==> src/source/cpu_isa_pkg.sv <==
/*
 * Instruction set of the 16-bit pipelined core
 * Word types, opcodes, field positions and memory sizes
 */
package cpu_isa_pkg;
   localparam int WORD_W     = 16;
   localparam int REG_W      = 3;
   localparam int NUM_REGS   = 8;
   localparam int OP_W       = 4;
   localparam int IMEM_DEPTH = 256;
   localparam int DMEM_DEPTH = 256;

   // Instruction field positions
   localparam int OP_LSB = 12;
   localparam int FA_LSB = 9;
   localparam int FB_LSB = 6;
   localparam int FD_LSB = 3;
   localparam int IMM_W  = 6;
   localparam int OFF_W  = 9;

   typedef logic [WORD_W-1:0]              word_t;
   typedef logic [REG_W-1:0]               reg_idx_t;
   typedef logic [$clog2(IMEM_DEPTH)-1:0]  imem_addr_t;
   typedef logic [$clog2(DMEM_DEPTH)-1:0]  dmem_addr_t;

   typedef enum logic [OP_W-1:0] {
      OP_NOP  = 4'd0,
      OP_ADD  = 4'd1,
      OP_SUB  = 4'd2,
      OP_AND  = 4'd3,
      OP_XOR  = 4'd4,
      OP_ADDI = 4'd5,
      OP_LD   = 4'd6,
      OP_ST   = 4'd7,
      OP_BEQZ = 4'd8,
      OP_HALT = 4'd15
   } opcode_t;
endpackage
==> src/source/cpu_pipe_pkg.sv <==
/*
 * Pipeline types: control word, stage payloads, forwarding selects
 */
package cpu_pipe_pkg;
   typedef enum logic [2:0] {
      ALU_ADD,
      ALU_SUB,
      ALU_AND,
      ALU_XOR,
      ALU_PASS_B
   } alu_op_t;

   typedef struct packed {
      logic                  reg_write;
      logic                  mem_read;
      logic                  mem_write;
      logic                  branch;
      logic                  halt;
      logic                  use_imm;
      alu_op_t               alu_op;
      cpu_isa_pkg::reg_idx_t dest;
   } ctrl_t;

   // All-zero payload is a bubble
   typedef struct packed {
      logic                    valid;
      cpu_isa_pkg::imem_addr_t pc;
      cpu_isa_pkg::word_t      instr;
   } if_id_t;

   typedef struct packed {
      logic                    valid;
      cpu_isa_pkg::imem_addr_t pc;
      ctrl_t                   ctrl;
      cpu_isa_pkg::reg_idx_t   ra;
      cpu_isa_pkg::reg_idx_t   rb;
      cpu_isa_pkg::word_t      a_val;
      cpu_isa_pkg::word_t      b_val;
      cpu_isa_pkg::word_t      imm;
   } id_ex_t;

   typedef struct packed {
      logic               valid;
      ctrl_t              ctrl;
      cpu_isa_pkg::word_t result;
      cpu_isa_pkg::word_t store_val;
   } ex_mem_t;

   typedef struct packed {
      logic               valid;
      ctrl_t              ctrl;
      cpu_isa_pkg::word_t result;
      cpu_isa_pkg::word_t load_val;
   } mem_wb_t;

   typedef enum logic [1:0] {
      FWD_RF,
      FWD_MEM,
      FWD_WB
   } fwd_sel_t;
endpackage

==> src/source/data_memory.sv <==
`timescale 1ns/1ns
/*
 * Data memory stage: word RAM, synchronous write, combinational read
 */
module data_memory (
   input  logic                  clk,
   input  cpu_pipe_pkg::ex_mem_t in,
   output cpu_pipe_pkg::mem_wb_t out
);
   import cpu_isa_pkg::*;

   word_t      mem [DMEM_DEPTH] = '{default: '0};
   dmem_addr_t addr;

   // Low bits of the computed address
   assign addr = dmem_addr_t'(in.result);

   always_ff @(posedge clk) begin
      if (in.valid && in.ctrl.mem_write) begin
         mem[addr] <= in.store_val;
      end
   end

   assign out = '{valid: in.valid, ctrl: in.ctrl, result: in.result, load_val: mem[addr]};
endmodule

==> config.mk <==
export PLATFORM = sky130hd
export DESIGN_NAME = data_memory
export DESIGN_NICKNAME = d
export VERILOG_FILES = /design/src/source/cpu_isa_pkg.sv /design/src/source/cpu_pipe_pkg.sv /design/src/source/data_memory.sv
export SDC_FILE = /design/constraint.sdc
export NUM_CORES = 2
export LEC_CHECK = 0
export BUFFER_PORTS_ARGS = -buffer_cell sky130_fd_sc_hd__buf_4
export CAP_MARGIN = 20
export CORE_UTILIZATION = 43
export DETAILED_ROUTE_END_ITERATION = 12
export GPL_TIMING_DRIVEN = 0
export SLEW_MARGIN = 20
export SYNTH_ARGS = -nofsm -noshare
export SYNTH_HDL_FRONTEND = slang
export SYNTH_SLANG_ARGS = --single-unit
==> constraint.sdc <==
create_clock -name clk -period 4.15 [get_ports clk]
set_clock_uncertainty 0.05 [all_clocks]
set_input_delay 0.415 -clock clk [delete_from_list [all_inputs] [get_ports clk]]
set_output_delay 0.415 -clock clk [all_outputs]
set_load 0.005 [all_outputs]
-- After elaboration in Yosys (flattened, before gate mapping)
Memories as Yosys holds them, arrays and structs flattened.
Index checks and enable logic that the tools add are counted.
- reduce and logical (&&, ||, !) cells: 1
- muxes and demuxes: 2
- operator list (operator ; number):
    1-bit 2-to-1 mux ; 2
    1-bit logical AND ; 1
- bits in registers: 0
- word-level logic and storage cells: 4
- memories kept: 1
- memory bits (writable): 4096
- output and inout bits: 45
- bits of input ports: 46
- memory list (name ; depth ; bits a word ; rd ports ; clocked after Yosys merged registers in ; write ports ; RTL line ; RTL):
    mem ; 256 ; 16 ; 1 ; 0 ; 1 ; data_memory.sv:12 ; word_t mem [DMEM_DEPTH] = '{default: '0};

-- Longest topological paths before layout
- word-level depth: 3
- depth in mapped cells: 8
- mapped depth without buffers: 5

-- Worst setup path after synthesis
Ideal clock, no wire load.
- path kind: input port to flip-flop
- start point: input port in[16] (netlist bit)
- end point: memory mem[169][0] (netlist bit), enable pin
- setup slack: 1135 ps
- arrival: 2577 ps
- cell stages on the path: 7
- library setup time: 388 ps
- required time: 3712 ps
- path buffers: 4
- cell sequence: buf_2 > clkbuf_1 > buf_2 > nor3b_1 > nand2_1 > clkbuf_1 > nor2_1
- RTL lines (what ; RTL line ; RTL):
    start: declaration ; data_memory.sv:7 ; input cpu_pipe_pkg::ex_mem_t in,
    end: declaration ; data_memory.sv:12 ;
No word-level cell before the write port.

==> metrics.csv <==
stage;metric;value;unit
setup_path;Worst setup SP type;primary input;
power;Sw Share;0.217;
cts;CTS max path bufs;4;
synthesis;synthesized cell area;155000;µm²
sta;Final Worst Setup Slack;-0.236;ns
power;Clock power frac;0.423;
drt;Via density;6.04;
power;Seq pwr share;0.525;
drt;drt pass-1 iters;8;
cts;Clock transition at path regs;0.06;ns
final_layout;synthesis-to-finish area growth;18.3;%
sta;setup TNS;-1.38;ns
power;Peak VDD IR;367;µV
drt;WL final;433000;µm
floorplanning;die height;602;µm
placed_design;Final GP Congestion;0.922;
drt;# DRC;0;
synthesis;Yosys cell types;20;
power;Net Switching;18800;µW
floorplanning;Die ar.;363000;µm²
setup_path;CP peak stage delay;0.50;ns
run_status;failing checks;negative setup slack;
grt;vias in the first global route;76500;
sta;worst-margin pin slew;1.13;ns
synthesis;Syn Area/Cell;23.1;µm²
final_layout;nets@finish;7596;
grt;initial antenna violation count;10;
setup_path;crit path to;out[2];
drt;Routed met3 length;45500;µm
placed_design;# port buffers;69;
setup_path;Data required, critical path;3.68;ns
floorplanning;I/O pins;91;
grt;GRT overflow;0;
cts;H-tree Lvls;5;
cts;CTS tree;built;
floorplanning;Die X;602;µm
sta;Final Max Slew Viols;0;
sta;Tmin final;4.39;ns
final_layout;top flop regs;mem x4096;
final_layout;Largest Register;mem;
drt;First DRT Iteration DRCs;10100;
run_status;outcome;finished, violations left;
placed_design;post-DP HPWL;295000;µm
cts;CTS sink count;4096;
setup_path;worst-path cell chain;buf_4 > clkbuf_4 > buf_2 > mux4_2 > a22oi_1 > a21oi_1 > o41ai_2 > nand4_1 > buf_4;
floorplanning;floorplan row count;220;
synthesis;Synth Register Bits;4096;
synthesis;sequential area share after synthesis;0.794;
setup_path;Crit. End Element;output pin;
worst_hold_path;hold crit path type;in -> reg;
setup_path;CP arrival;3.92;ns
final_layout;number of flip-flops in the largest register;4096;
drt;wire length on met1;172000;µm
sta;RSZ-0062 raised after global routing;yes;
cts;clk root buf;clkbuf_16;
floorplanning;Initial Util;0.432;
flow_run;Max-cap violations;0;
cts;CTS Buf Count;415;
setup_path;cell mode on critical path;buf_4;
drt;DRT antenna net count;0;
power;Comb pwr share;0.052;
drt;via count;76600;
floorplanning;Core Area;359000;µm²
synthesis;syn nets;6763;
drt;met2 WL;199000;µm
power;PD cells;474;nW/µm²
power;P_leak;0.0564;µW
sta;Max transition margin;0.247;
sta;Setup Viol. Count Final;14;
sta;maximum clock frequency;228;MHz
final_layout;share of cells above drive strength 1;0.361;
setup_path;critical path type;in -> out;
final_layout;Post-Layout Cell Count;12700;
grt;pin count of the biggest net entering global routing;129;
synthesis;Post-Syn Instances;6717;
grt;gr usage total;0.236;
sta;Hold Fails Final Rpt;0;
final_layout;fillers;27800;
placed_design;number of cells after detailed placement;11900;
drt;DR top layer;met5;
setup_path;Worst path slowest cell;o41ai_2;
setup_path;CP max FO;10;
power;Pint;68000;µW
synthesis;Ys Warns;0;
grt;first-pass GRT wire length;600000;µm
drt;WL/cell;34.2;µm
power;Overall Power;86800;µW
sta;Tcrit/Tclk final;1.06;
setup_path;CP Launch Point;in[17];
worst max-delay path, delay by kind of cell:
kind                   cells  cell delay [ns]
and+or+nand+nor            1             0.50
muxes                      1             0.40
buffers and inverters      4             1.44
AOI/OAI and AO/OA          3             1.13
power by group through the flow:
stage | clock, µW | combinational [µW] | sequential [µW]
2_1_floorplan | 0 | 1930 | 46400
3_3_place_gp | 0 | 3960 | 46500
3_5_place_dp | 0 | 4270 | 46400
4_1_cts | 37100 | 4500 | 45600
5_1_grt | 38600 | 4710 | 45500
6_report | 36700 | 4560 | 45600
layout make-up:
class	instances	area (µm²)	share of cell area
Timing Repair Buffer	418	5830	0.0318
Buffer	439	2620	0.0143
Multi-Input combinational cell	2180	32600	0.178
Sequential cell	4096	123000	0.671
Tap cell	4773	5970	0.0326
Clock buffer	502	10800	0.0590
Antenna cell	10	25.0	0.000137
Clock inverter	261	2470	0.0135
layer usage:
layer / up-vias / GRT usage
li1: 30700 / -
met1: 41400 / 0.331
met2: 3881 / 0.360
met3: 620 / 0.0619
met4: 4 / 0.0827
met5: - / 0
metrics by stage:
| step | hold WS, ns | instance area (µm²) | worst slack [ns] | util |
|---|---|---|---|---|
| floorplan | 0.464 | 155000 | 1.13 | - |
| finish | 0.339 | 183000 | -0.236 | 0.511 |
| global placement | 0.948 | 161000 | -4.04 | 0.450 |
| detailed placement | 0.736 | 168000 | -1.66 | 0.467 |
| CTS | 0.292 | 183000 | -0.226 | 0.510 |
| global route | 0.322 | 183000 | -0.150 | 0.511 |
synth_stat cells, drive strengths merged:
library cell	number	share of area
or2	1	0.000040
and2	2	0.000081
and4	1	0.000057
edfxtp	4096	0.79
mux4	1024	0.15
nand4	16	0.00065
clkbuf	269	0.0065
nor2b	6	0.00024
nand2	30	0.00073
nor3	1	0.000032
o41ai	64	0.0036
a22oi	512	0.025
buf	172	0.0059
nand2b	2	0.000081
nor3b	2	0.000097
nand3	4	0.00013
nor2	259	0.0063
a21oi	256	0.0083
cell usage in the layout (no fill, tap or decap), types with 11 or more instances in the layout:
cell / Yosys / layout
a21oi_1: 256 / 135
a21oi_2: 0 / 110
a21oi_4: 0 / 11
a22oi_1: 512 / 427
a22oi_2: 0 / 85
buf_16: 0 / 57
buf_2: 100 / 46
buf_4: 40 / 162
buf_6: 0 / 183
buf_8: 0 / 106
bufinv_16: 0 / 37
clkbuf_1: 269 / 216
clkbuf_16: 0 / 421
clkbuf_2: 0 / 94
clkbuf_4: 0 / 32
clkbuf_8: 0 / 13
clkinv_1: 0 / 107
clkinv_2: 0 / 74
clkinv_8: 0 / 11
clkinvlp_4: 0 / 14
dlygate4sd3_1: 0 / 16
edfxtp_1: 4096 / 4096
mux4_2: 1024 / 1024
nand2_1: 30 / 13
nand2_2: 0 / 17
nand4_1: 16 / 16
nor2_2: 0 / 250
o41ai_2: 0 / 31
o41ai_4: 0 / 32
how the worst min path moves through the flow:
stage / from / end / slack [ns] / depth (start not counted)
3_3_place_gp: in[36] / out[36] / 0.95 / 2
4_1_cts: in[10] / mem[252][10]$_DFFE_PP_ / 0.29 / 2
3_5_place_dp: in[10] / mem[252][10]$_DFFE_PP_ / 0.74 / 1
5_1_grt: in[10] / mem[252][10]$_DFFE_PP_ / 0.32 / 2
6_report: in[10] / mem[253][10]$_DFFE_PP_ / 0.34 / 2
2_1_floorplan: in[0] / mem[0][0]$_DFFE_PP_ / 0.46 / 0
repair_timing:
action | in CTS | in global routing
endpoints found under the hold margin | 704 | 0
pin swaps | 55 | 24
hold buffers | 16 | 0
endpoints found under the setup margin | 133 | 14
gates cloned | 0 | 0
buffers inserted | 0 | 0
gates resized for setup | 499 | 98
logic make-up after synthesis:
group / share of synthesized area
compound gates: 0.0367
buf+inv: 0.0125
flops: 0.794
mux: 0.149
simple gates: 0.00840
No activity file was read; power rests on OpenSTA's default activity.
