--- config.mk ---
export PLATFORM = sky130hd
export DESIGN_NAME = hazard_unit_flat
export DESIGN_NICKNAME = d
export VERILOG_FILES = /design/src/source/cpu_isa_pkg.sv /design/src/source/cpu_pipe_pkg.sv /design/src/source/hazard_if.sv /design/src/source/hazard_unit.sv /design/src/flat_wrapper.sv
export SDC_FILE = /design/constraint.sdc
export NUM_CORES = 1
export LEC_CHECK = 0
export BUFFER_PORTS_ARGS = -buffer_cell sky130_fd_sc_hd__buf_2
export CAP_MARGIN = 30
export CORE_AREA = 2 2 39 41
export DETAILED_ROUTE_END_ITERATION = 8
export DIE_AREA = 0 0 41 43
export MAX_ROUTING_LAYER = met4
export PLACE_DENSITY = 0.5
export SLEW_MARGIN = 20
export SYNTH_ARGS = -nofsm -noshare
export SYNTH_HDL_FRONTEND = slang
export SYNTH_SLANG_ARGS = --single-unit
--- constraint.sdc ---
create_clock -name vclk -period 0.9
set_input_delay 0.045 -clock vclk [all_inputs]
set_output_delay 0.045 -clock vclk [all_outputs]
set_load 0.01 [all_outputs]
--- src/source/cpu_isa_pkg.sv ---
/*
 * Instruction set of the 16-bit pipelined core
 * Word types, opcodes, field positions and memory sizes
 */
package cpu_isa_pkg;
   localparam int WORD_W     = 16;
   localparam int REG_W      = 3;
   localparam int NUM_REGS   = 8;
   localparam int OP_W       = 4;
   localparam int IMEM_DEPTH = 256;
   localparam int DMEM_DEPTH = 256;

   // Instruction field positions
   localparam int OP_LSB = 12;
   localparam int FA_LSB = 9;
   localparam int FB_LSB = 6;
   localparam int FD_LSB = 3;
   localparam int IMM_W  = 6;
   localparam int OFF_W  = 9;

   typedef logic [WORD_W-1:0]              word_t;
   typedef logic [REG_W-1:0]               reg_idx_t;
   typedef logic [$clog2(IMEM_DEPTH)-1:0]  imem_addr_t;
   typedef logic [$clog2(DMEM_DEPTH)-1:0]  dmem_addr_t;

   typedef enum logic [OP_W-1:0] {
      OP_NOP  = 4'd0,
      OP_ADD  = 4'd1,
      OP_SUB  = 4'd2,
      OP_AND  = 4'd3,
      OP_XOR  = 4'd4,
      OP_ADDI = 4'd5,
      OP_LD   = 4'd6,
      OP_ST   = 4'd7,
      OP_BEQZ = 4'd8,
      OP_HALT = 4'd15
   } opcode_t;
endpackage
--- src/source/cpu_pipe_pkg.sv ---
/*
 * Pipeline types: control word, stage payloads, forwarding selects
 */
package cpu_pipe_pkg;
   typedef enum logic [2:0] {
      ALU_ADD,
      ALU_SUB,
      ALU_AND,
      ALU_XOR,
      ALU_PASS_B
   } alu_op_t;

   typedef struct packed {
      logic                  reg_write;
      logic                  mem_read;
      logic                  mem_write;
      logic                  branch;
      logic                  halt;
      logic                  use_imm;
      alu_op_t               alu_op;
      cpu_isa_pkg::reg_idx_t dest;
   } ctrl_t;

   // All-zero payload is a bubble
   typedef struct packed {
      logic                    valid;
      cpu_isa_pkg::imem_addr_t pc;
      cpu_isa_pkg::word_t      instr;
   } if_id_t;

   typedef struct packed {
      logic                    valid;
      cpu_isa_pkg::imem_addr_t pc;
      ctrl_t                   ctrl;
      cpu_isa_pkg::reg_idx_t   ra;
      cpu_isa_pkg::reg_idx_t   rb;
      cpu_isa_pkg::word_t      a_val;
      cpu_isa_pkg::word_t      b_val;
      cpu_isa_pkg::word_t      imm;
   } id_ex_t;

   typedef struct packed {
      logic               valid;
      ctrl_t              ctrl;
      cpu_isa_pkg::word_t result;
      cpu_isa_pkg::word_t store_val;
   } ex_mem_t;

   typedef struct packed {
      logic               valid;
      ctrl_t              ctrl;
      cpu_isa_pkg::word_t result;
      cpu_isa_pkg::word_t load_val;
   } mem_wb_t;

   typedef enum logic [1:0] {
      FWD_RF,
      FWD_MEM,
      FWD_WB
   } fwd_sel_t;
endpackage

--- src/source/hazard_if.sv ---
`timescale 1ns/1ns
/*
 * Forwarding and hazard signals between decode, execute and the hazard unit
 */
interface hazard_if;
   import cpu_isa_pkg::*;
   import cpu_pipe_pkg::*;

   reg_idx_t id_ra;
   reg_idx_t id_rb;
   reg_idx_t ex_ra;
   reg_idx_t ex_rb;
   logic     ex_load;
   reg_idx_t ex_dest;
   reg_idx_t mem_dest;
   logic     mem_write;
   reg_idx_t wb_dest;
   logic     wb_write;
   fwd_sel_t fwd_a;
   fwd_sel_t fwd_b;
   logic     stall;

   modport unit (
      input  id_ra, id_rb, ex_ra, ex_rb, ex_load, ex_dest,
      input  mem_dest, mem_write, wb_dest, wb_write,
      output fwd_a, fwd_b, stall
   );
   modport exec (input fwd_a, fwd_b);
   modport dec (input stall);
endinterface

--- src/source/hazard_unit.sv ---
`timescale 1ns/1ns
/*
 * Hazard unit: load-use stall and forwarding selection
 */
module hazard_unit (
   hazard_if.unit hz
);
   import cpu_isa_pkg::*;
   import cpu_pipe_pkg::*;

   // Youngest writer wins
   function automatic fwd_sel_t pick_fwd(
      input reg_idx_t src,
      input logic     mem_write,
      input reg_idx_t mem_dest,
      input logic     wb_write,
      input reg_idx_t wb_dest
   );
      if (mem_write && mem_dest == src) begin
         return FWD_MEM;
      end else if (wb_write && wb_dest == src) begin
         return FWD_WB;
      end
      return FWD_RF;
   endfunction

   assign hz.fwd_a = pick_fwd(hz.ex_ra, hz.mem_write, hz.mem_dest, hz.wb_write, hz.wb_dest);
   assign hz.fwd_b = pick_fwd(hz.ex_rb, hz.mem_write, hz.mem_dest, hz.wb_write, hz.wb_dest);

   // Load result not ready until writeback, so wait one cycle
   assign hz.stall = hz.ex_load &&
                     (hz.ex_dest == hz.id_ra || hz.ex_dest == hz.id_rb);
endmodule

--- src/flat_wrapper.sv ---
// flat-port wrapper written by rule: the top's interface ports become plain ports
module hazard_unit_flat import cpu_isa_pkg::*; import cpu_pipe_pkg::*;
  (hz_id_ra, hz_id_rb, hz_ex_ra, hz_ex_rb, hz_ex_load, hz_ex_dest, hz_mem_dest, hz_mem_write, hz_wb_dest, hz_wb_write, hz_fwd_a, hz_fwd_b, hz_stall);
  hazard_if hz_i ();
  input wire logic [$bits(hz_i.id_ra)-1:0] hz_id_ra;
  input wire logic [$bits(hz_i.id_rb)-1:0] hz_id_rb;
  input wire logic [$bits(hz_i.ex_ra)-1:0] hz_ex_ra;
  input wire logic [$bits(hz_i.ex_rb)-1:0] hz_ex_rb;
  input wire logic [$bits(hz_i.ex_load)-1:0] hz_ex_load;
  input wire logic [$bits(hz_i.ex_dest)-1:0] hz_ex_dest;
  input wire logic [$bits(hz_i.mem_dest)-1:0] hz_mem_dest;
  input wire logic [$bits(hz_i.mem_write)-1:0] hz_mem_write;
  input wire logic [$bits(hz_i.wb_dest)-1:0] hz_wb_dest;
  input wire logic [$bits(hz_i.wb_write)-1:0] hz_wb_write;
  output wire logic [$bits(hz_i.fwd_a)-1:0] hz_fwd_a;
  output wire logic [$bits(hz_i.fwd_b)-1:0] hz_fwd_b;
  output wire logic [$bits(hz_i.stall)-1:0] hz_stall;
  assign hz_i.id_ra = hz_id_ra;
  assign hz_i.id_rb = hz_id_rb;
  assign hz_i.ex_ra = hz_ex_ra;
  assign hz_i.ex_rb = hz_ex_rb;
  assign hz_i.ex_load = hz_ex_load;
  assign hz_i.ex_dest = hz_ex_dest;
  assign hz_i.mem_dest = hz_mem_dest;
  assign hz_i.mem_write = hz_mem_write;
  assign hz_i.wb_dest = hz_wb_dest;
  assign hz_i.wb_write = hz_wb_write;
  assign hz_fwd_a = hz_i.fwd_a;
  assign hz_fwd_b = hz_i.fwd_b;
  assign hz_stall = hz_i.stall;
  hazard_unit u_core (.hz(hz_i));
endmodule
======== After elaboration in Yosys (flattened, before gate mapping) ========
Index checks and enable logic that the tools add are counted.
operators by class
  eq/ne operators ......................... 6
  multiplexer cells ....................... 10
  reductions and logical operators ........ 6
operators with widths
  operator           count
  3-bit == test      6
  2-bit 2-to-1 mux   6
  1-bit logical AND  5
  1-bit 2-to-1 mux   4
  1-bit logical OR   1
word-level totals
  flip-flop bits (word level) ............. 0
  bits of input ports ..................... 24
  output and inout bits ................... 5
  logic and storage cells ................. 22

======== Logic depth before layout (Yosys ltp) ========
  depth in word-level cells ............... 5
  depth in mapped cells ................... 3
  mapped depth without buffers ............ 3

======== Least setup slack after synthesis ========
Ideal clock, no wire load.
  path type ............................... input to output
  from .................................... input port hz_mem_dest[0]
  to ...................................... output port hz_fwd_a[1]
  data arrival time ....................... 493 ps
  data required time ...................... 855 ps
  slack ................................... 362 ps
  cell stages on the path ................. 3
  path buffers ............................ 0
  path through ............................ xnor2_1 > and4_4 > nor2_2
between the ends
  longest elaborated chain between the ends .. 4
  elaborated cells on any way between the ends .. 5
  classes of those cells .................. 1 x eq/ne; 3 x mux; 1 x reduce/logical
RTL lines
  element                                                      RTL line            RTL
  start: declaration                                           flat_wrapper.sv:11  input wire logic [$bits(hz_i.mem_dest)-1:0] hz_mem_dest;
  3-bit == test (*)                                            hazard_unit.sv:19   if (mem_write && mem_dest == src) begin
  1-bit logical AND (*)                                        hazard_unit.sv:19
  2-bit 2-to-1 mux / 1-bit 2-to-1 mux (equally long branches)  hazard_unit.sv:19
  2-bit 2-to-1 mux (*)                                         hazard_unit.sv:24   return FWD_RF;
  end: declaration                                             flat_wrapper.sv:15  output wire logic [$bits(hz_i.fwd_a)-1:0] hz_fwd_a;
Every way passes the cells marked *; elsewhere a longest branch is shown, timed or not.

======== Worst setup path after layout ========
  from .................................... input port hz_mem_dest[2]
  to ...................................... output port hz_fwd_a[1]
Same word-level chain as after synthesis.

==> metrics <==
result of the run=completed; IO Count=29; Lkg Pwr=0.188 nW; area of the mapped netlist=229 sq um; final setup violation count=0; share of layout cells above drive strength 1=56.9%; synth top area cells=sky130_fd_sc_hd__xnor2_1 (61%), sky130_fd_sc_hd__and4_4 (9.8%), sky130_fd_sc_hd__o2111ai_1 (7.7%), sky130_fd_sc_hd__and2_1 (5.5%), sky130_fd_sc_hd__nand4_1 (5.5%); Buf/Inv on CP=2; placement-stage worst setup slack=0.0907 ns; half-perimeter wire length after placement=641 um; biggest cell delay along the critical path=0.25 ns; die span in y=43 um; maximum number of pins on one net before global-route repair=5; cell type group with the largest total delay on the critical path=simple AND/OR/NAND/NOR gates; type of element capturing the critical path=primary output; Syn-to-layout area delta=72.1%; vias in the first global route=266; Die Span X=41 um; synthesized instance count=29; Hold Slack=0.422 ns; Starting DRT DRC Count=0; transition at the pin with the smallest max-transition slack=0.160 ns; peak ir drop on the vdd network=0.0910 mV; routed wire length=659 um; area share of the largest cell type after synthesis=61.2%; total power per unit cell area=465 nW/um^2; drc violations=0; largest area contributor in the netlist=sky130_fd_sc_hd__xnor2_1; path class of the lowest-slack min-delay path=in -> out; cell type of the slowest stage on the worst timing path=sky130_fd_sc_hd__and4_4; Layout Nets=84; final setup margin=0.107 ns; path type of the worst setup path=in -> out; maximum clock rate=1260 MHz; number of antenna cells inserted=0; share of synthesized area occupied by flip-flops and latches=0%; number of input and output port buffers inserted=29; share of the clock period used by the worst path=88.1%; global-route congestion overflow total=0; data required time at the worst endpoint=0.85 ns; clk_buf instances=0; Die Footprint=1760 sq um; dominant cell type by count on the critical path=sky130_fd_sc_hd__buf_2; overall routing resource usage=6.96%; number of sequential cells=0; drt via density=4.20; placeable core region=1380 sq um; average detailed-routed wire length per instance=8.91 um; Critical Path Fanout Max=2; number of setup buffers added after CTS=0; footprint of the flip-flops and latches=0 sq um; final hold vios=0; crit-path cells=buf_2 -> xnor2_1 -> and4_4 -> nor2_2 -> buf_2; std cell rows=14; final setup TNS=0 ns; worst endpoint data arrival time=0.75 ns; number of synthesis warnings=0; top-count cell post-synth=sky130_fd_sc_hd__xnor2_1; final max-slew violation count=0; global-route wire length before repair=883 um; Max-cap violations=0; total number of vias=311; setup repair after global routing missed its margin=false; cts-stage hold buffer count=0; Worst slew margin=89.2%; initial core utilization=16.5%; post-route minimum period=0.793 ns; synthesized netlist net count=53; number of unique standard cell types used by synthesis=8; number of search-and-repair iterations in the first detailed-routing pass=1; DRT antenna net count=0; syn avg cell area=7.90 sq um; critical path launch point type=input port; antenna violations before repair=0; number of gates resized after CTS=0; Placer Congestion=0.558
## cells in the final DEF, fill, tap and decap left out, drive strengths merged
| master | count |
|---|---|
| o2111ai | 2 |
| nand4 | 2 |
| and4 | 2 |
| and2 | 2 |
| xnor2 | 16 |
| nor2 | 4 |
| nand2 | 1 |
| buf | 29 |
## worst paths after layout
check | depth (start not counted) | start | to
min | 4 | hz_wb_write | hz_fwd_b[1]
max | 5 | hz_mem_dest[2] | hz_fwd_a[1]
## per-layer routing
metal,vias to the layer above,GRT usage [%],part of all wire [%]
met2,29,15.6,47
met4,0,0,0
met5,-,-,0
li1,160,-,-
met1,122,5.06,29
met3,0,1.05,23
## where the power goes
group	switching [mW]	total [mW]	internal (mW)
Clock	0	0	0
Sequential	0	0	0
Combinational	0.0785	0.183	0.105
## final cells by class
cell class                      count  area (sq um)
Fill cell                         153           990
Multi-Input combinational cell     29           229
Tap cell                           16          20.0
Timing Repair Buffer               29           145
## cell families after synthesis
kind of cell / Yosys count / synth area share [%]
XOR/XNOR: 16 / 61.2
AND/OR/NAND/NOR: 11 / 31.1
AO/OA/AOI/OAI: 2 / 7.65
## through the flow
| stage | total power, mW | area, sq um | std cells | utilization (%) |
|---|---|---|---|---|
| 2_1_floorplan | 0.0914 | 229 | 29 | - |
| 3_3_place_gp | 0.184 | 394 | 74 | 28.5 |
| 3_5_place_dp | 0.186 | 394 | 74 | 28.5 |
| 4_1_cts | 0.187 | 394 | 74 | 28.5 |
| 5_1_grt | 0.202 | 394 | 74 | 28.5 |
| 6_report | 0.183 | 394 | 74 | 28.5 |
No activity file was read; power rests on OpenSTA's default activity.
