$ cat src/source/cpu_isa_pkg.sv
/*
 * Instruction set of the 16-bit pipelined core
 * Word types, opcodes, field positions and memory sizes
 */
package cpu_isa_pkg;
   localparam int WORD_W     = 16;
   localparam int REG_W      = 3;
   localparam int NUM_REGS   = 8;
   localparam int OP_W       = 4;
   localparam int IMEM_DEPTH = 256;
   localparam int DMEM_DEPTH = 256;

   // Instruction field positions
   localparam int OP_LSB = 12;
   localparam int FA_LSB = 9;
   localparam int FB_LSB = 6;
   localparam int FD_LSB = 3;
   localparam int IMM_W  = 6;
   localparam int OFF_W  = 9;

   typedef logic [WORD_W-1:0]              word_t;
   typedef logic [REG_W-1:0]               reg_idx_t;
   typedef logic [$clog2(IMEM_DEPTH)-1:0]  imem_addr_t;
   typedef logic [$clog2(DMEM_DEPTH)-1:0]  dmem_addr_t;

   typedef enum logic [OP_W-1:0] {
      OP_NOP  = 4'd0,
      OP_ADD  = 4'd1,
      OP_SUB  = 4'd2,
      OP_AND  = 4'd3,
      OP_XOR  = 4'd4,
      OP_ADDI = 4'd5,
      OP_LD   = 4'd6,
      OP_ST   = 4'd7,
      OP_BEQZ = 4'd8,
      OP_HALT = 4'd15
   } opcode_t;
endpackage
$ cat src/source/cpu_pipe_pkg.sv
/*
 * Pipeline types: control word, stage payloads, forwarding selects
 */
package cpu_pipe_pkg;
   typedef enum logic [2:0] {
      ALU_ADD,
      ALU_SUB,
      ALU_AND,
      ALU_XOR,
      ALU_PASS_B
   } alu_op_t;

   typedef struct packed {
      logic                  reg_write;
      logic                  mem_read;
      logic                  mem_write;
      logic                  branch;
      logic                  halt;
      logic                  use_imm;
      alu_op_t               alu_op;
      cpu_isa_pkg::reg_idx_t dest;
   } ctrl_t;

   // All-zero payload is a bubble
   typedef struct packed {
      logic                    valid;
      cpu_isa_pkg::imem_addr_t pc;
      cpu_isa_pkg::word_t      instr;
   } if_id_t;

   typedef struct packed {
      logic                    valid;
      cpu_isa_pkg::imem_addr_t pc;
      ctrl_t                   ctrl;
      cpu_isa_pkg::reg_idx_t   ra;
      cpu_isa_pkg::reg_idx_t   rb;
      cpu_isa_pkg::word_t      a_val;
      cpu_isa_pkg::word_t      b_val;
      cpu_isa_pkg::word_t      imm;
   } id_ex_t;

   typedef struct packed {
      logic               valid;
      ctrl_t              ctrl;
      cpu_isa_pkg::word_t result;
      cpu_isa_pkg::word_t store_val;
   } ex_mem_t;

   typedef struct packed {
      logic               valid;
      ctrl_t              ctrl;
      cpu_isa_pkg::word_t result;
      cpu_isa_pkg::word_t load_val;
   } mem_wb_t;

   typedef enum logic [1:0] {
      FWD_RF,
      FWD_MEM,
      FWD_WB
   } fwd_sel_t;
endpackage

$ cat src/source/fetch.sv
`timescale 1ns/1ns
/*
 * Fetch stage: program counter, loadable instruction memory
 * and branch redirect
 */
module fetch (
   input  logic                    clk,
   input  logic                    rst,
   input  logic                    imem_load,
   input  cpu_isa_pkg::imem_addr_t imem_addr,
   input  cpu_isa_pkg::word_t      imem_data,
   input  logic                    hold,
   input  logic                    redirect,
   input  cpu_isa_pkg::imem_addr_t target,
   output cpu_pipe_pkg::if_id_t    out
);
   import cpu_isa_pkg::*;

   word_t      imem [IMEM_DEPTH];
   imem_addr_t pc;
   word_t      instr;
   logic       at_halt;

   // Loaded while the core sits in reset
   always_ff @(posedge clk) begin
      if (imem_load) begin
         imem[imem_addr] <= imem_data;
      end
   end

   assign instr   = imem[pc];
   assign at_halt = (opcode_t'(instr[OP_LSB +: OP_W]) == OP_HALT);

   // PC parks on a fetched HALT, only a redirect moves it on
   always_ff @(posedge clk) begin
      if (rst) begin
         pc <= '0;
      end else if (redirect) begin
         pc <= target;
      end else if (!hold && !at_halt) begin
         pc <= pc + 1'b1;
      end
   end

   assign out = '{valid: 1'b1, pc: pc, instr: instr};
endmodule

$ cat config.mk
export PLATFORM = sky130hd
export DESIGN_NAME = fetch
export DESIGN_NICKNAME = d
export VERILOG_FILES = /design/src/source/cpu_isa_pkg.sv /design/src/source/cpu_pipe_pkg.sv /design/src/source/fetch.sv
export SDC_FILE = /design/constraint.sdc
export NUM_CORES = 2
export LEC_CHECK = 0
export ABC_AREA = 1
export ABC_CLOCK_PERIOD_IN_PS = 4400
export BUFFER_PORTS_ARGS = -buffer_cell sky130_fd_sc_hd__buf_2
export CAP_MARGIN = 10
export CELL_PAD_IN_SITES_DETAIL_PLACEMENT = 1
export CELL_PAD_IN_SITES_GLOBAL_PLACEMENT = 1
export CORE_MARGIN = 5
export CORE_UTILIZATION = 57
export DETAILED_ROUTE_END_ITERATION = 10
export HOLD_SLACK_MARGIN = 0.12
export PLACE_DENSITY = 0.95
export SYNTH_ARGS = -nofsm -noshare
export SYNTH_HDL_FRONTEND = slang
export SYNTH_SLANG_ARGS = --single-unit
$ cat constraint.sdc
create_clock -name clk -period 4.4 [get_ports clk]
set_input_delay 0.44 -clock clk [delete_from_list [all_inputs] [get_ports clk]]
set_output_delay 0.44 -clock clk [all_outputs]
set_load 0.03 [all_outputs]
==> results of run 1 <==
-- through the flow --
stage                     area, sq um  std cells  utilization (%)  hold WS, ns  setup TNS, ns
after global placement         170000      16300             59.8        0.535              0
after floorplan                163000      12700                -        0.509              0
after detailed placement       170000      16300             59.8        0.558         -0.348
-- kinds of logic after synthesis --
logic type | count (synthesis)
and+or+nand+nor | 4735
DFF | 4112
AOI/OAI and AO/OA | 2888
buffers and inverters | 989
muxes | 1
adders and majority gates | 1
other | 1
-- synth_stat cells (39+ instances only) --
library cell / count
sky130_fd_sc_hd__buf_6: 39
sky130_fd_sc_hd__o21ai_1: 48
sky130_fd_sc_hd__o22ai_1: 937
sky130_fd_sc_hd__nand2_1: 1348
sky130_fd_sc_hd__buf_4: 97
sky130_fd_sc_hd__buf_2: 372
sky130_fd_sc_hd__buf_1: 43
sky130_fd_sc_hd__a21oi_1: 43
sky130_fd_sc_hd__nand3_1: 1191
sky130_fd_sc_hd__edfxtp_1: 4096
sky130_fd_sc_hd__o21ai_0: 1848
sky130_fd_sc_hd__inv_1: 46
sky130_fd_sc_hd__nor2_1: 2175
sky130_fd_sc_hd__clkbuf_1: 386
==> metrics.log, run 1 <==
INFO  metric run_status = stopped before the end
INFO  metric lastStage = clock tree synthesis
INFO  metric error_line = [ERROR DPL-0033] detailed placement checks failed during check placement.
INFO  metric synthDominantCellAreaShare = between 70% and 80%
INFO  metric port_buffers = 60
INFO  metric ys_async_sr_fraction = 0%
INFO  metric clock-sinks = 4112
INFO  metric synthMuxAreaShare = 0.00613%
INFO  metric initial_core_util = between 50 and 60%
INFO  metric tritoncts.num_buffers = about 390
INFO  metric ys.warnings.count = 0
INFO  metric main_combinational_cell_family_by_area_after_synthesis = simple AND/OR/NAND/NOR gates
INFO  metric yosys_register_bits = a little over 4000
INFO  metric floorplan.rows = 196
INFO  metric root_buffer_cell = sky130_fd_sc_hd__clkbuf_16
INFO  metric floorplan.die.height = between 500 and 600 microns
INFO  metric synth_adder_area_share = 0.00767%
INFO  metric die-width = 545 microns
INFO  metric htree_num_levels = 5
INFO  metric syn_nets = about 13000
INFO  metric avgSynthCellArea = roughly 13 sq um
INFO  metric synthDistinctLibCells = 31
INFO  metric buffers_inserted_during_post_cts_setup_optimization = 43
INFO  metric pin_count = 62
INFO  metric post_synth_simple_gate_area = 11.8%
INFO  metric postCtsHoldBufs = 32
INFO  metric synth_enable_flop_cells = approximately 4100
INFO  metric synth_area_in_compound_gates = a little under a tenth
INFO  metric cts_repair_resizes = roughly 400
INFO  metric syn-cell-area = approximately 0.16 sq mm
INFO  metric seq_area_frac_synth = about three quarters
INFO  metric dominantRegCellSynth = sky130_fd_sc_hd__edfxtp_1
INFO  metric ys_top_cells_by_area = sky130_fd_sc_hd__edfxtp_1, sky130_fd_sc_hd__o21ai_0, sky130_fd_sc_hd__nor2_1
INFO  metric synthesis.instances = 12700
INFO  metric place_hpwl = ~370000 microns
INFO  metric cts-root-to-sink-buffers = 4
INFO  metric setup_slack_at_placement = -0.0990 ns
INFO  metric routabilityCongestion = roughly 0.95
INFO  metric synth_xor_xnor_area_share = 0%
INFO  metric cell_type_contributing_the_most_total_cell_area_after_synthesis = sky130_fd_sc_hd__edfxtp_1
==> run 2: changes to the inputs <==
Settings changed: CELL_PAD_IN_SITES_DETAIL_PLACEMENT 1 to not set, CELL_PAD_IN_SITES_GLOBAL_PLACEMENT 1 to not set, CORE_UTILIZATION 57 to 40, HOLD_SLACK_MARGIN 0.12 to not set, PLACE_DENSITY 0.95 to not set, PLACE_DENSITY_LB_ADDON set to 0.15.
==> metrics.log, run 2 <==
INFO  metric run_status = complete, but fails checks
INFO  metric failed_checks = setup timing
INFO  metric reg.largest.list = imem: 4096 flops, pc: 8 flops
INFO  metric htree_num_levels = 5 (unchanged)
INFO  metric syn_nets = 12800 (unchanged)
INFO  metric final-instance-count-excl-fill = about 19000
INFO  metric skew = between 0.04 and 0.05 ns
INFO  metric final-max-slew-violation-count = 0
INFO  metric first_global_vias = 104000
INFO  metric rsz0062_at_grt = yes
INFO  metric routabilityCongestion = 0.887 (-6.2%)
INFO  metric synth_enable_flop_cells = 4096 (unchanged)
INFO  metric critPathArrivalTime = around 4.5 ns
INFO  metric fp.dieArea = 0.421 sq mm
INFO  metric fmax = between 0.2 and 0.25 GHz
INFO  metric number_of_cell_instances_on_the_worst_register_to_register_path = 20
INFO  metric top_register = imem
INFO  metric port_buffers = 60 (unchanged)
INFO  metric cp.required = between 3 and 4 ns
INFO  metric drtAntennaViolNets = 0
INFO  metric detail_route.vias_per_cell = a little under 6
INFO  metric ys_top_cells_by_area = sky130_fd_sc_hd__edfxtp_1, sky130_fd_sc_hd__o21ai_0, sky130_fd_sc_hd__nor2_1
INFO  metric grt_pass1_wl = 767000 microns
INFO  metric pin_count = 62 (unchanged)
INFO  metric ys.warnings.count = 0 (unchanged)
INFO  metric initialDrtViolationCount = 13700
INFO  metric dominantRegCellSynth = sky130_fd_sc_hd__edfxtp_1
INFO  metric tritoncts.num_buffers = 433 (+9.9%)
INFO  metric seq_area_frac_synth = 75.6% (unchanged)
INFO  metric initial_core_util = 40.2% (-17 points)
INFO  metric avg_wl_per_cell = 28.7 microns
INFO  metric cts_tree = built
INFO  metric area_delta_synth_final = 17.5%
INFO  metric detail_route.drc_violations = 0
INFO  metric timing.hold.worst.class = in -> reg
INFO  metric cts-root-to-sink-buffers = 4 (unchanged)
INFO  metric core_area = 0.406 sq mm
INFO  metric yosys_register_bits = 4112 (unchanged)
INFO  metric root_buffer_cell = sky130_fd_sc_hd__clkbuf_16
INFO  metric vias = 110000
INFO  metric synthDominantCellAreaShare = 75.4% (unchanged)
INFO  metric number_of_antenna_violations_at_the_first_check_in_global_routing = 37
INFO  metric layout.cells.most_common = sky130_fd_sc_hd__edfxtp_1
INFO  metric worstSkewPairLatency = ~0.99 ns
INFO  metric worst_slew_pin_slew = roughly 1.4 ns
INFO  metric place_hpwl = 315000 microns (-15%)
INFO  metric setup-violations-final = 16
INFO  metric clk_transition_reported_paths = 0.06 ns
INFO  metric power-per-cell-area = 467 mW/mm^2
INFO  metric avgSynthCellArea = 12.8 sq um (unchanged)
INFO  metric grt_max_degree = 109
INFO  metric min_period_over_period = 113%
INFO  metric largest_register_ffs = 4096
INFO  metric critical_path_startpoint_category = register
INFO  metric fin_util = between 40% and 50%
INFO  metric clock-sinks = 4112 (unchanged)
INFO  metric most_common_cell_in_the_netlist = sky130_fd_sc_hd__edfxtp_1
INFO  metric gr-usage-all-layers = 24.7%
INFO  metric timing.final.crit_period = 4.98 ns
INFO  metric worst_hold_startpoint = imem_addr[5]
INFO  metric synthDistinctLibCells = 31 (unchanged)
INFO  metric fin_nets = approximately 13000
INFO  metric cap_violations = 0
INFO  metric cell_type_contributing_the_most_total_cell_area_after_synthesis = sky130_fd_sc_hd__edfxtp_1
INFO  metric drt_wl_total = 547000 microns
INFO  metric whs_endpoint = imem[25][7]
INFO  metric layout_common_cells = sky130_fd_sc_hd__edfxtp_1, sky130_fd_sc_hd__nor2_1, sky130_fd_sc_hd__o21ai_0, sky130_fd_sc_hd__nand2_1, sky130_fd_sc_hd__nand3_1
INFO  metric max_slew_margin = 7.83%
INFO  metric layout_setup_ws = -0.581 ns
INFO  metric floorplan.die.height = 649 microns (+19%)
INFO  metric rrSetupSlack = ~0.18 ns
INFO  metric worst-path-max-fanout = 7
INFO  metric finalSetupTns = -6.58 ns
INFO  metric synthesis.instances = 12700 (unchanged)
INFO  metric worst_setup_path_end_kind = output port
INFO  metric report.final.hold_viol_count = 0
INFO  metric ys_async_sr_fraction = 0% (unchanged)
INFO  metric overflow = 0
INFO  metric power.static_leakage = 0.0634 uW
INFO  metric die-width = 649 microns (+19%)
INFO  metric floorplan.rows = 234 (+19%)
INFO  metric irDropWorstVdd = between 300 and 400 uV
INFO  metric dr.pass1.iters = 8
INFO  metric timing_worst_setup_path_type = reg -> out
INFO  metric hold_path_depth = 5
INFO  metric dpl.cell_count = 18100 (+11%)
INFO  metric synth_top_cells_by_count = sky130_fd_sc_hd__edfxtp_1, sky130_fd_sc_hd__nor2_1, sky130_fd_sc_hd__o21ai_0
INFO  metric syn-cell-area = 0.163 sq mm (unchanged)
INFO  metric drive_above_1_share = between 10% and 20%
-- run 2: cell counts after synthesis --
No cell type changed its count.
-- run 2: worst max-delay path by stage --
stage | slack (ns) | endpoint
final | -0.58 | out[11]
after global routing | -0.63 | out[11]
after CTS | -0.61 | out[0]
after detailed placement | -0.36 | out[4]
after global placement | -0.36 | out[4]
after floorplan | 1.62 | out[2]
-- run 2: kinds of logic (layout without fill, tap and decap cells) --
kind of cell	after synthesis	after routing	synth area share [%]
muxes	1	1	0.00614
AOI/OAI and AO/OA	2888	2888	9.60
adders and majority gates	1	1	0.00767
DFF	4112	4112	75.6
and+or+nand+nor	4735	4735	11.8
buffers and inverters	989	1863	2.97
other	1	13	0.00230
-- run 2: layer usage --
| layer | global-route usage [%] | vias up | share of wire, % |
|---|---|---|---|
| met1 | 35.3 | 56100 | 42 |
| met2 | 38.7 | 5134 | 46 |
| li1 | - | 48100 | - |
| met3 | 4.40 | 818 | 8.7 |
| met5 | 0 | - | 0.015 |
| met4 | 7.03 | 4 | 3.2 |
-- run 2: area by class of cell --
| class | instances | area [sq um] |
|---|---|---|
| fill | 35900 | 215000 |
| sequential | 4112 | 123000 |
| multi-input combinational | 7626 | 36400 |
| clock buffer | 551 | 11400 |
| timing repair buffer | 1009 | 11100 |
| tap | 5428 | 6790 |
| clock inverter | 246 | 2240 |
| inverter | 51 | 260 |
| timing repair inverter | 6 | 62.6 |
| antenna | 12 | 30.0 |
-- run 2: through the flow --
stage / instance area, sq um / power, uW / setup slack [ns] / hold slack (ns)
2_1_floorplan: 163000 / 48900 / 1.62 / 0.509
3_3_place_gp: 174000 / 53600 / -0.363 / 0.527
3_5_place_dp: 174000 / 53600 / -0.357 / 0.534
4_1_cts: 190000 / 89500 / -0.606 / 0.0180
5_1_grt: 192000 / 92300 / -0.626 / 0.195
6_report: 192000 / 89500 / -0.581 / 0.202
-- run 2: critical path, stage by stage, from the launching register on --
cell and delay [ns]:
sky130_fd_sc_hd__dfxtp_4 0.53, sky130_fd_sc_hd__clkbuf_16 0.28, sky130_fd_sc_hd__buf_16 0.16, sky130_fd_sc_hd__buf_12 0.14
sky130_fd_sc_hd__buf_6 0.11, sky130_fd_sc_hd__buf_16 0.11, sky130_fd_sc_hd__buf_4 0.12, sky130_fd_sc_hd__nor2_1 0.04
sky130_fd_sc_hd__o22ai_1 0.21, sky130_fd_sc_hd__o21ai_0 0.15, sky130_fd_sc_hd__o22ai_2 0.32, sky130_fd_sc_hd__o21ai_0 0.14
sky130_fd_sc_hd__o22ai_1 0.19, sky130_fd_sc_hd__buf_4 0.17, sky130_fd_sc_hd__nand2_1 0.18, sky130_fd_sc_hd__nand2_1 0.20
sky130_fd_sc_hd__nand2_1 0.12, sky130_fd_sc_hd__o21ai_4 0.17, sky130_fd_sc_hd__buf_12 0.17
-- run 2: where the power goes --
| part | total, uW | switching (uW) | internal (uW) |
|---|---|---|---|
| sequential | 43200 | 62.7 | 43200 |
| combinational | 10700 | 7460 | 3290 |
| clock | 35500 | 15300 | 20200 |
-- run 2: repair_timing --
action | CTS | global route
setup buffers | 25 | 49
gates resized for setup | 172 | 250
hold buffers | 34 | 1
endpoints found under the setup margin | 17 | 19
pin swaps | 23 | 53
endpoints found under the hold margin | 515 | 2
gates cloned | 23 | 23
No activity file was read; power rests on OpenSTA's default activity.
