<file path="config.mk">
export PLATFORM = sky130hd
export DESIGN_NAME = decode_flat
export DESIGN_NICKNAME = d
export VERILOG_FILES = /design/src/source/cpu_isa_pkg.sv /design/src/source/cpu_pipe_pkg.sv /design/src/source/hazard_if.sv /design/src/source/decode.sv /design/src/flat_wrapper.sv
export SDC_FILE = /design/constraint.sdc
export NUM_CORES = 1
export LEC_CHECK = 0
export BUFFER_PORTS_ARGS = -buffer_cell sky130_fd_sc_hd__buf_2
export CORE_MARGIN = 8
export CORE_UTILIZATION = 40
export CTS_BUF_LIST = sky130_fd_sc_hd__clkbuf_2 sky130_fd_sc_hd__clkbuf_4 sky130_fd_sc_hd__clkbuf_8
export CTS_CLUSTER_SIZE = 14
export DETAILED_ROUTE_END_ITERATION = 16
export PLACE_DENSITY_LB_ADDON = 0.15
export SLEW_MARGIN = 20
export SYNTH_ARGS = -nofsm -noshare
export SYNTH_HDL_FRONTEND = slang
export SYNTH_SLANG_ARGS = --single-unit
</file>
<file path="constraint.sdc">
create_clock -name clk -period 2.08 [get_ports clk]
set_input_delay 0.416 -clock clk [delete_from_list [all_inputs] [get_ports clk]]
set_output_delay 0.416 -clock clk [all_outputs]
set_load 0.005 [all_outputs]
</file>
<file path="src/source/cpu_isa_pkg.sv">
/*
 * Instruction set of the 16-bit pipelined core
 * Word types, opcodes, field positions and memory sizes
 */
package cpu_isa_pkg;
   localparam int WORD_W     = 16;
   localparam int REG_W      = 3;
   localparam int NUM_REGS   = 8;
   localparam int OP_W       = 4;
   localparam int IMEM_DEPTH = 256;
   localparam int DMEM_DEPTH = 256;

   // Instruction field positions
   localparam int OP_LSB = 12;
   localparam int FA_LSB = 9;
   localparam int FB_LSB = 6;
   localparam int FD_LSB = 3;
   localparam int IMM_W  = 6;
   localparam int OFF_W  = 9;

   typedef logic [WORD_W-1:0]              word_t;
   typedef logic [REG_W-1:0]               reg_idx_t;
   typedef logic [$clog2(IMEM_DEPTH)-1:0]  imem_addr_t;
   typedef logic [$clog2(DMEM_DEPTH)-1:0]  dmem_addr_t;

   typedef enum logic [OP_W-1:0] {
      OP_NOP  = 4'd0,
      OP_ADD  = 4'd1,
      OP_SUB  = 4'd2,
      OP_AND  = 4'd3,
      OP_XOR  = 4'd4,
      OP_ADDI = 4'd5,
      OP_LD   = 4'd6,
      OP_ST   = 4'd7,
      OP_BEQZ = 4'd8,
      OP_HALT = 4'd15
   } opcode_t;
endpackage
</file>
<file path="src/source/cpu_pipe_pkg.sv">
/*
 * Pipeline types: control word, stage payloads, forwarding selects
 */
package cpu_pipe_pkg;
   typedef enum logic [2:0] {
      ALU_ADD,
      ALU_SUB,
      ALU_AND,
      ALU_XOR,
      ALU_PASS_B
   } alu_op_t;

   typedef struct packed {
      logic                  reg_write;
      logic                  mem_read;
      logic                  mem_write;
      logic                  branch;
      logic                  halt;
      logic                  use_imm;
      alu_op_t               alu_op;
      cpu_isa_pkg::reg_idx_t dest;
   } ctrl_t;

   // All-zero payload is a bubble
   typedef struct packed {
      logic                    valid;
      cpu_isa_pkg::imem_addr_t pc;
      cpu_isa_pkg::word_t      instr;
   } if_id_t;

   typedef struct packed {
      logic                    valid;
      cpu_isa_pkg::imem_addr_t pc;
      ctrl_t                   ctrl;
      cpu_isa_pkg::reg_idx_t   ra;
      cpu_isa_pkg::reg_idx_t   rb;
      cpu_isa_pkg::word_t      a_val;
      cpu_isa_pkg::word_t      b_val;
      cpu_isa_pkg::word_t      imm;
   } id_ex_t;

   typedef struct packed {
      logic               valid;
      ctrl_t              ctrl;
      cpu_isa_pkg::word_t result;
      cpu_isa_pkg::word_t store_val;
   } ex_mem_t;

   typedef struct packed {
      logic               valid;
      ctrl_t              ctrl;
      cpu_isa_pkg::word_t result;
      cpu_isa_pkg::word_t load_val;
   } mem_wb_t;

   typedef enum logic [1:0] {
      FWD_RF,
      FWD_MEM,
      FWD_WB
   } fwd_sel_t;
endpackage

</file>
<file path="src/source/hazard_if.sv">
`timescale 1ns/1ns
/*
 * Forwarding and hazard signals between decode, execute and the hazard unit
 */
interface hazard_if;
   import cpu_isa_pkg::*;
   import cpu_pipe_pkg::*;

   reg_idx_t id_ra;
   reg_idx_t id_rb;
   reg_idx_t ex_ra;
   reg_idx_t ex_rb;
   logic     ex_load;
   reg_idx_t ex_dest;
   reg_idx_t mem_dest;
   logic     mem_write;
   reg_idx_t wb_dest;
   logic     wb_write;
   fwd_sel_t fwd_a;
   fwd_sel_t fwd_b;
   logic     stall;

   modport unit (
      input  id_ra, id_rb, ex_ra, ex_rb, ex_load, ex_dest,
      input  mem_dest, mem_write, wb_dest, wb_write,
      output fwd_a, fwd_b, stall
   );
   modport exec (input fwd_a, fwd_b);
   modport dec (input stall);
endinterface

</file>
<file path="src/source/decode.sv">
`timescale 1ns/1ns
/*
 * Decode stage: control decode, register file with write bypass,
 * immediate sign extension and sticky illegal-opcode error
 */
module decode (
   input  logic                  clk,
   input  logic                  rst,
   input  cpu_pipe_pkg::if_id_t  in,
   input  cpu_pipe_pkg::mem_wb_t wb,
   input  cpu_isa_pkg::word_t    wb_value,
   hazard_if.dec                 hz,
   output cpu_pipe_pkg::id_ex_t  out,
   output cpu_isa_pkg::reg_idx_t src_a,
   output cpu_isa_pkg::reg_idx_t src_b,
   output logic                  is_halt,
   output logic                  err
);
   import cpu_isa_pkg::*;
   import cpu_pipe_pkg::*;

   word_t    regs [NUM_REGS];
   opcode_t  opcode;
   reg_idx_t fld_d;
   ctrl_t    ctrl;
   logic     illegal;
   logic     wb_en;
   word_t    a_val;
   word_t    b_val;
   word_t    imm;
   logic     err_q;

   assign opcode = opcode_t'(in.instr[OP_LSB +: OP_W]);
   assign src_a  = in.instr[FA_LSB +: REG_W];
   assign src_b  = in.instr[FB_LSB +: REG_W];
   assign fld_d  = in.instr[FD_LSB +: REG_W];

   always_comb begin
      ctrl        = '0;
      ctrl.alu_op = ALU_PASS_B;
      ctrl.dest   = src_a;
      illegal     = 1'b0;
      case (opcode)
         OP_NOP: ctrl.alu_op = ALU_PASS_B;
         OP_ADD, OP_SUB, OP_AND, OP_XOR: begin
            ctrl.reg_write = 1'b1;
            ctrl.dest      = fld_d;
            case (opcode)
               OP_SUB:  ctrl.alu_op = ALU_SUB;
               OP_AND:  ctrl.alu_op = ALU_AND;
               OP_XOR:  ctrl.alu_op = ALU_XOR;
               default: ctrl.alu_op = ALU_ADD;
            endcase
         end
         OP_ADDI: begin
            ctrl.reg_write = 1'b1;
            ctrl.use_imm   = 1'b1;
            ctrl.alu_op    = ALU_ADD;
         end
         OP_LD: begin
            ctrl.reg_write = 1'b1;
            ctrl.mem_read  = 1'b1;
            ctrl.use_imm   = 1'b1;
            ctrl.alu_op    = ALU_ADD;
         end
         OP_ST: begin
            ctrl.mem_write = 1'b1;
            ctrl.use_imm   = 1'b1;
            ctrl.alu_op    = ALU_ADD;
         end
         OP_BEQZ: ctrl.branch = 1'b1;
         OP_HALT: ctrl.halt = 1'b1;
         default: illegal = 1'b1;
      endcase
   end

   // Same-cycle writeback goes straight through to the reads
   assign wb_en = wb.valid && wb.ctrl.reg_write;
   assign a_val = (wb_en && wb.ctrl.dest == src_a) ? wb_value : regs[src_a];
   assign b_val = (wb_en && wb.ctrl.dest == src_b) ? wb_value : regs[src_b];

   always_ff @(posedge clk) begin
      if (rst) begin
         for (int i = 0; i < NUM_REGS; i++) begin
            regs[i] <= '0;
         end
      end else if (wb_en) begin
         regs[wb.ctrl.dest] <= wb_value;
      end
   end

   // BEQZ carries a 9-bit offset, the rest a 6-bit immediate
   assign imm = (opcode == OP_BEQZ) ?
                {{(WORD_W - OFF_W){in.instr[OFF_W-1]}}, in.instr[OFF_W-1:0]} :
                {{(WORD_W - IMM_W){in.instr[IMM_W-1]}}, in.instr[IMM_W-1:0]};

   // Stall sends a bubble down to execute
   always_comb begin
      out = '0;
      if (in.valid && !hz.stall) begin
         out.valid = 1'b1;
         out.pc    = in.pc;
         out.ctrl  = ctrl;
         out.ra    = src_a;
         out.rb    = src_b;
         out.a_val = a_val;
         out.b_val = b_val;
         out.imm   = imm;
      end
   end

   assign is_halt = in.valid && (opcode == OP_HALT);

   always_ff @(posedge clk) begin
      if (rst) begin
         err_q <= 1'b0;
      end else if (in.valid && illegal) begin
         err_q <= 1'b1;
      end
   end

   assign err = err_q || (in.valid && illegal);
endmodule

</file>
<file path="src/flat_wrapper.sv">
// flat-port wrapper written by rule: the top's interface ports become plain ports
module decode_flat import cpu_isa_pkg::*; import cpu_pipe_pkg::*;
  (clk, rst, in, wb, wb_value, out, src_a, src_b, is_halt, err, hz_stall);
  hazard_if hz_i ();
  input  logic clk;
  input  logic rst;
  input  cpu_pipe_pkg::if_id_t in;
  input  cpu_pipe_pkg::mem_wb_t wb;
  input  cpu_isa_pkg::word_t wb_value;
  output cpu_pipe_pkg::id_ex_t out;
  output cpu_isa_pkg::reg_idx_t src_a;
  output cpu_isa_pkg::reg_idx_t src_b;
  output logic is_halt;
  output logic err;
  input wire logic [$bits(hz_i.stall)-1:0] hz_stall;
  assign hz_i.stall = hz_stall;
  decode u_core (.clk(clk), .rst(rst), .in(in), .wb(wb), .wb_value(wb_value), .hz(hz_i), .out(out), .src_a(src_a), .src_b(src_b), .is_halt(is_halt), .err(err));
endmodule
</file>
Word level (Yosys, flattened, before mapping)
Memory sizes are Yosys's and may differ from the RTL's.
Index checks and enable logic that the tools add are counted.
{"block": "totals", "reg_bits": 1, "ramBits": 128, "inputBits": 89, "out_inout_bits": 83, "wordCells": 49, "n_memories": 1}
{"block": "op_classes", "eq_ne": 11, "mux": 22, "reduce_logical": 14}
{"memory": "u_core.regs", "depth": 8, "word_bits": 16, "rd": 2, "rd_ports_with_merged_regs": 0, "wr": 8, "line_no": "decode.sv:22", "source": "word_t regs [NUM_REGS];"}
{"cell": "two-way mux 75 bit", "count": 1}
{"cell": "two-way mux 16 bit", "count": 4}
{"cell": "equality test 4 x 3 -> 1 bit (second input constant)", "count": 4}
{"cell": "OR reduction 16 bit", "count": 1}
{"cell": "two-way mux 1 bit", "count": 13}
{"cell": "OR reduction 10 bit", "count": 1}
{"cell": "equality test 4 x 2 -> 1 bit (second input constant)", "count": 2}
{"cell": "equality test 4 bit (second input constant)", "count": 2}
{"cell": "equality test 3 bit", "count": 2}
{"cell": "logical AND 1 bit", "count": 6}
{"cell": "two-way mux 3 bit", "count": 2}
{"cell": "one-hot mux 2 bit (3 select lines)", "count": 1}
{"cell": "one-hot mux 3 bit (2 select lines)", "count": 1}
{"cell": "OR reduction 6 bit", "count": 1}
{"cell": "equality test 4 x 1 -> 1 bit (second input constant)", "count": 1}
{"cell": "logical NOT 4 bit", "count": 1}
{"cell": "OR reduction 4 bit", "count": 1}
{"cell": "OR reduction 3 bit", "count": 1}
{"cell": "logical NOT 1 bit", "count": 1}
{"cell": "logical OR 1 bit", "count": 1}

Depth between registers and ports, before layout
{"block": "depth", "depth_word": 6, "mapped_depth": 7, "ltp_nobuf": 4}

Worst setup path after synthesis
No wires, ideal clock.
{"block": "synth_path", "path_kind": "input to output", "start": "input in[13] (netlist bit)", "end": "output out[10] (netlist bit)", "arrival_ps": 1759, "t_required_ps": 1664, "slack_ps": -95, "stages": 5, "path_buffers": 2, "cell_sequence": "clkbuf_2 > nor3_1 > nand3_1 > a21oi_1 > buf_4"}
{"element": "start: declaration", "line_no": "flat_wrapper.sv:7", "source": "input cpu_pipe_pkg::if_id_t in;"}
{"element": "end: declaration", "line_no": "flat_wrapper.sv:10", "source": "output cpu_pipe_pkg::id_ex_t out;"}

==> results.json <==
{
  "status": "complete, but fails checks",
  "violations": "setup timing",
  "startpoint_type": "primary input",
  "synth_warnings": 0,
  "syn_area_sq_mm": 0.007676,
  "maxSlewHeadroom_pct": 56.61,
  "worstPathMaxFanout": 7,
  "die_area_sq_mm": 0.02388,
  "wl_per_cell_um": 24.46,
  "fin_crit_sh_pct": 109.5,
  "grt_pass1_vias": 6232,
  "p_total_uw": 6346,
  "antenna_cells": 0,
  "critPathRequiredTime_ps": 1660,
  "htreeDepth": 4,
  "synth-seq-area-share_pct": 50.33,
  "leakagePower_uw": 0.003895,
  "first_pass_iters": 5,
  "routabilityCongestion": 0.7888,
  "via_count": 5916,
  "finalSetupViolations": 32,
  "worstSkewPairLatency_ps": 460,
  "avgViaCountPerCell": 5.678,
  "synth_edf_count": 128,
  "slew_violations": 0,
  "io_pins": 172,
  "path_clk_slew_ps": 80,
  "grt_pass1_wl_um": 37680,
  "finalHoldViolCount": 0,
  "drive_gt1_share_pct": 42.08,
  "worst_slew_pin_slew_ps": 650.9,
  "ant_nets": 0,
  "ir_drop_uv": 485.1,
  "rr_worst_depth": 2,
  "synthArstFlopShare_pct": 0,
  "cts-buffers-inserted": 17,
  "hold_buffers": 0,
  "wl_um": 25490,
  "max_freq_ghz": 0.4390,
  "dp.cells": 1004,
  "rsz0062_at_grt": "true",
  "final-seq-area_sq_mm": 0.003864,
  "synth.avg_cell_area_sq_um": 11.96,
  "crit_path_end": "out[24]",
  "first_iter_violations": 407,
  "drcViolationCount": 0,
  "nets": 884,
  "syn_nets": 731,
  "fin_crit_ps": 2278,
  "syn_inst": 642,
  "dp_slack_ps": -263.8,
  "root_buffer": "clkbuf_8",
  "ys_ff_latch": 129,
  "critical_path_arrival_ps": 1860,
  "stdcell_count": 1042,
  "hold_class": "primary input to register",
  "clockBufferDepth": 2,
  "floorplan.initialDensity_pct": 40.90,
  "max_cap_violations": 0,
  "area_delta_synth_final_pct": 26.89,
  "fillers": 1686,
  "worst_slack_ps": -197.8,
  "timing.rr.start": "u_core.err_q",
  "multi_input_area_sq_mm": 0.003712,
  "fin_skew_ps": 0,
  "ys_types": 31,
  "synth_ff_type": "edfxtp_1",
  "core_sq_mm": 0.01877,
  "power_density_mw_per_mm2": 651.5,
  "die_x_um": 154.5,
  "end_kind": "primary output",
  "place_hpwl_um": 16730,
  "rrSetupSlack_ps": 1400,
  "worst_r2r_endpoint": "u_core.err_q",
  "timing.critical_path.from": "wb[34]",
  "grtUsageTotal_pct": 21.27,
  "cts.sinks": 129,
  "grt_antenna_before_repair": 0,
  "placementRows": 50,
  "crit_type": "primary input to primary output",
  "port_buffers": 131,
  "overflow": 0,
  "cts_tree": "yes",
  "grt_max_degree": 36,
  "fin_hold_ws_ps": 303.8,
  "die_h_um": 154.5
}
-- cell usage after synthesis, types with 5 or more instances --
cell / count / area, sq um
or2_2: 10 / 62.56
mux2i_1: 65 / 650.6
buf_2: 15 / 75.07
nor3_1: 5 / 25.02
and2_1: 148 / 925.9
buf_4: 20 / 150.1
nor2_1: 19 / 71.32
buf_6: 7 / 78.83
o21ai_1: 28 / 140.1
clkbuf_1: 24 / 90.09
edfxtp_1: 128 / 3844
nand2_1: 8 / 30.03
a21oi_1: 66 / 330.3
mux4_2: 34 / 765.7
xor2_1: 6 / 52.55
o22ai_1: 30 / 187.7
nand2b_1: 5 / 31.28
-- worst min path at each step --
stage	start	end	slack [ps]	depth (start not counted)
final	in[24]	u_core.err_q	300	3
after CTS	in[24]	u_core.err_q	280	3
after floorplan	u_core.err_q	u_core.err_q	430	2
after detailed placement	u_core.err_q	u_core.err_q	450	2
after global placement	u_core.err_q	u_core.err_q	450	2
after global routing	rst	u_core.err_q	330	3
-- per-stage QoR --
| stage | util [%] | TNS [ps] | area, sq um |
|---|---|---|---|
| detailed placement | 47.21 | -5672 | 8861 |
| CTS | 50.86 | -4563 | 9545 |
| global placement | 47.21 | -5610 | 8861 |
| finish | 51.90 | -4770 | 9741 |
| global route | 51.90 | -5896 | 9741 |
| floorplan | - | 0 | 7681 |
-- layer usage --
| metal | up-vias | wire length (um) | track usage [%] |
|---|---|---|---|
| met4 | 0 | 693 | 8.539 |
| li1 | 2672 | - | - |
| met2 | 193 | 12990 | 37.24 |
| met1 | 3002 | 10450 | 25.19 |
| met3 | 49 | 1356 | 4.263 |
| met5 | - | 0 | 0 |
-- state kept, by name, indices dropped and copies added, names as in the netlist --
name and flops:
u_core.err_q 1, u_core.regs 128
-- layout by cell type, fill, tap and decap left out, drive strengths merged, types with 2 or more instances in the layout --
master / n
buf: 199
and2: 148
edfxtp: 128
a21oi: 66
mux2i: 65
mux4: 34
o21ai: 32
o22ai: 30
clkbuf: 24
nor2: 19
or2: 10
nand2: 8
nor3: 7
xor2: 6
nand2b: 5
clkinv: 5
nand3: 4
inv: 3
clkinvlp: 3
or4: 2
bufinv: 2
-- critical path: stages --
cell and delay (ps):
buf_8 100, xor2_2 170, or4_4 520, buf_8 170, buf_12 150, o21ai_4 150, a21oi_2 50, buf_2 140
-- area by class of cell --
class,count,share of cell area [%]
flip-flops and latches,129,39.67
repair buffers,201,15.04
well taps,234,3.006
clock inverters,10,1.143
multi-input cells,443,38.11
inverters,3,0.1156
clock buffers,22,2.916
-- timing repair --
action                                  CTS  global route
setup buffers                             2             0
pin swaps                                 6             6
cloned                                    2             2
gates resized for setup                  65            31
endpoints found under the setup margin   32            41
-- cell families after synthesis --
family	after synthesis	synth area share, %
and+or+nand+nor	207	16.02
AOI/OAI and AO/OA	130	9.047
DFF	129	50.33
muxes	99	18.45
buffers and inverters	70	5.346
xor gates and xnor gates	7	0.7987
-- where the power goes --
group / switching, uW / internal [uW] / total [uW]
combinational: 595 / 504 / 1100
sequential: 73.9 / 3010 / 3080
clock: 1010 / 1160 / 2170
(Power assumes the default switching activity.)
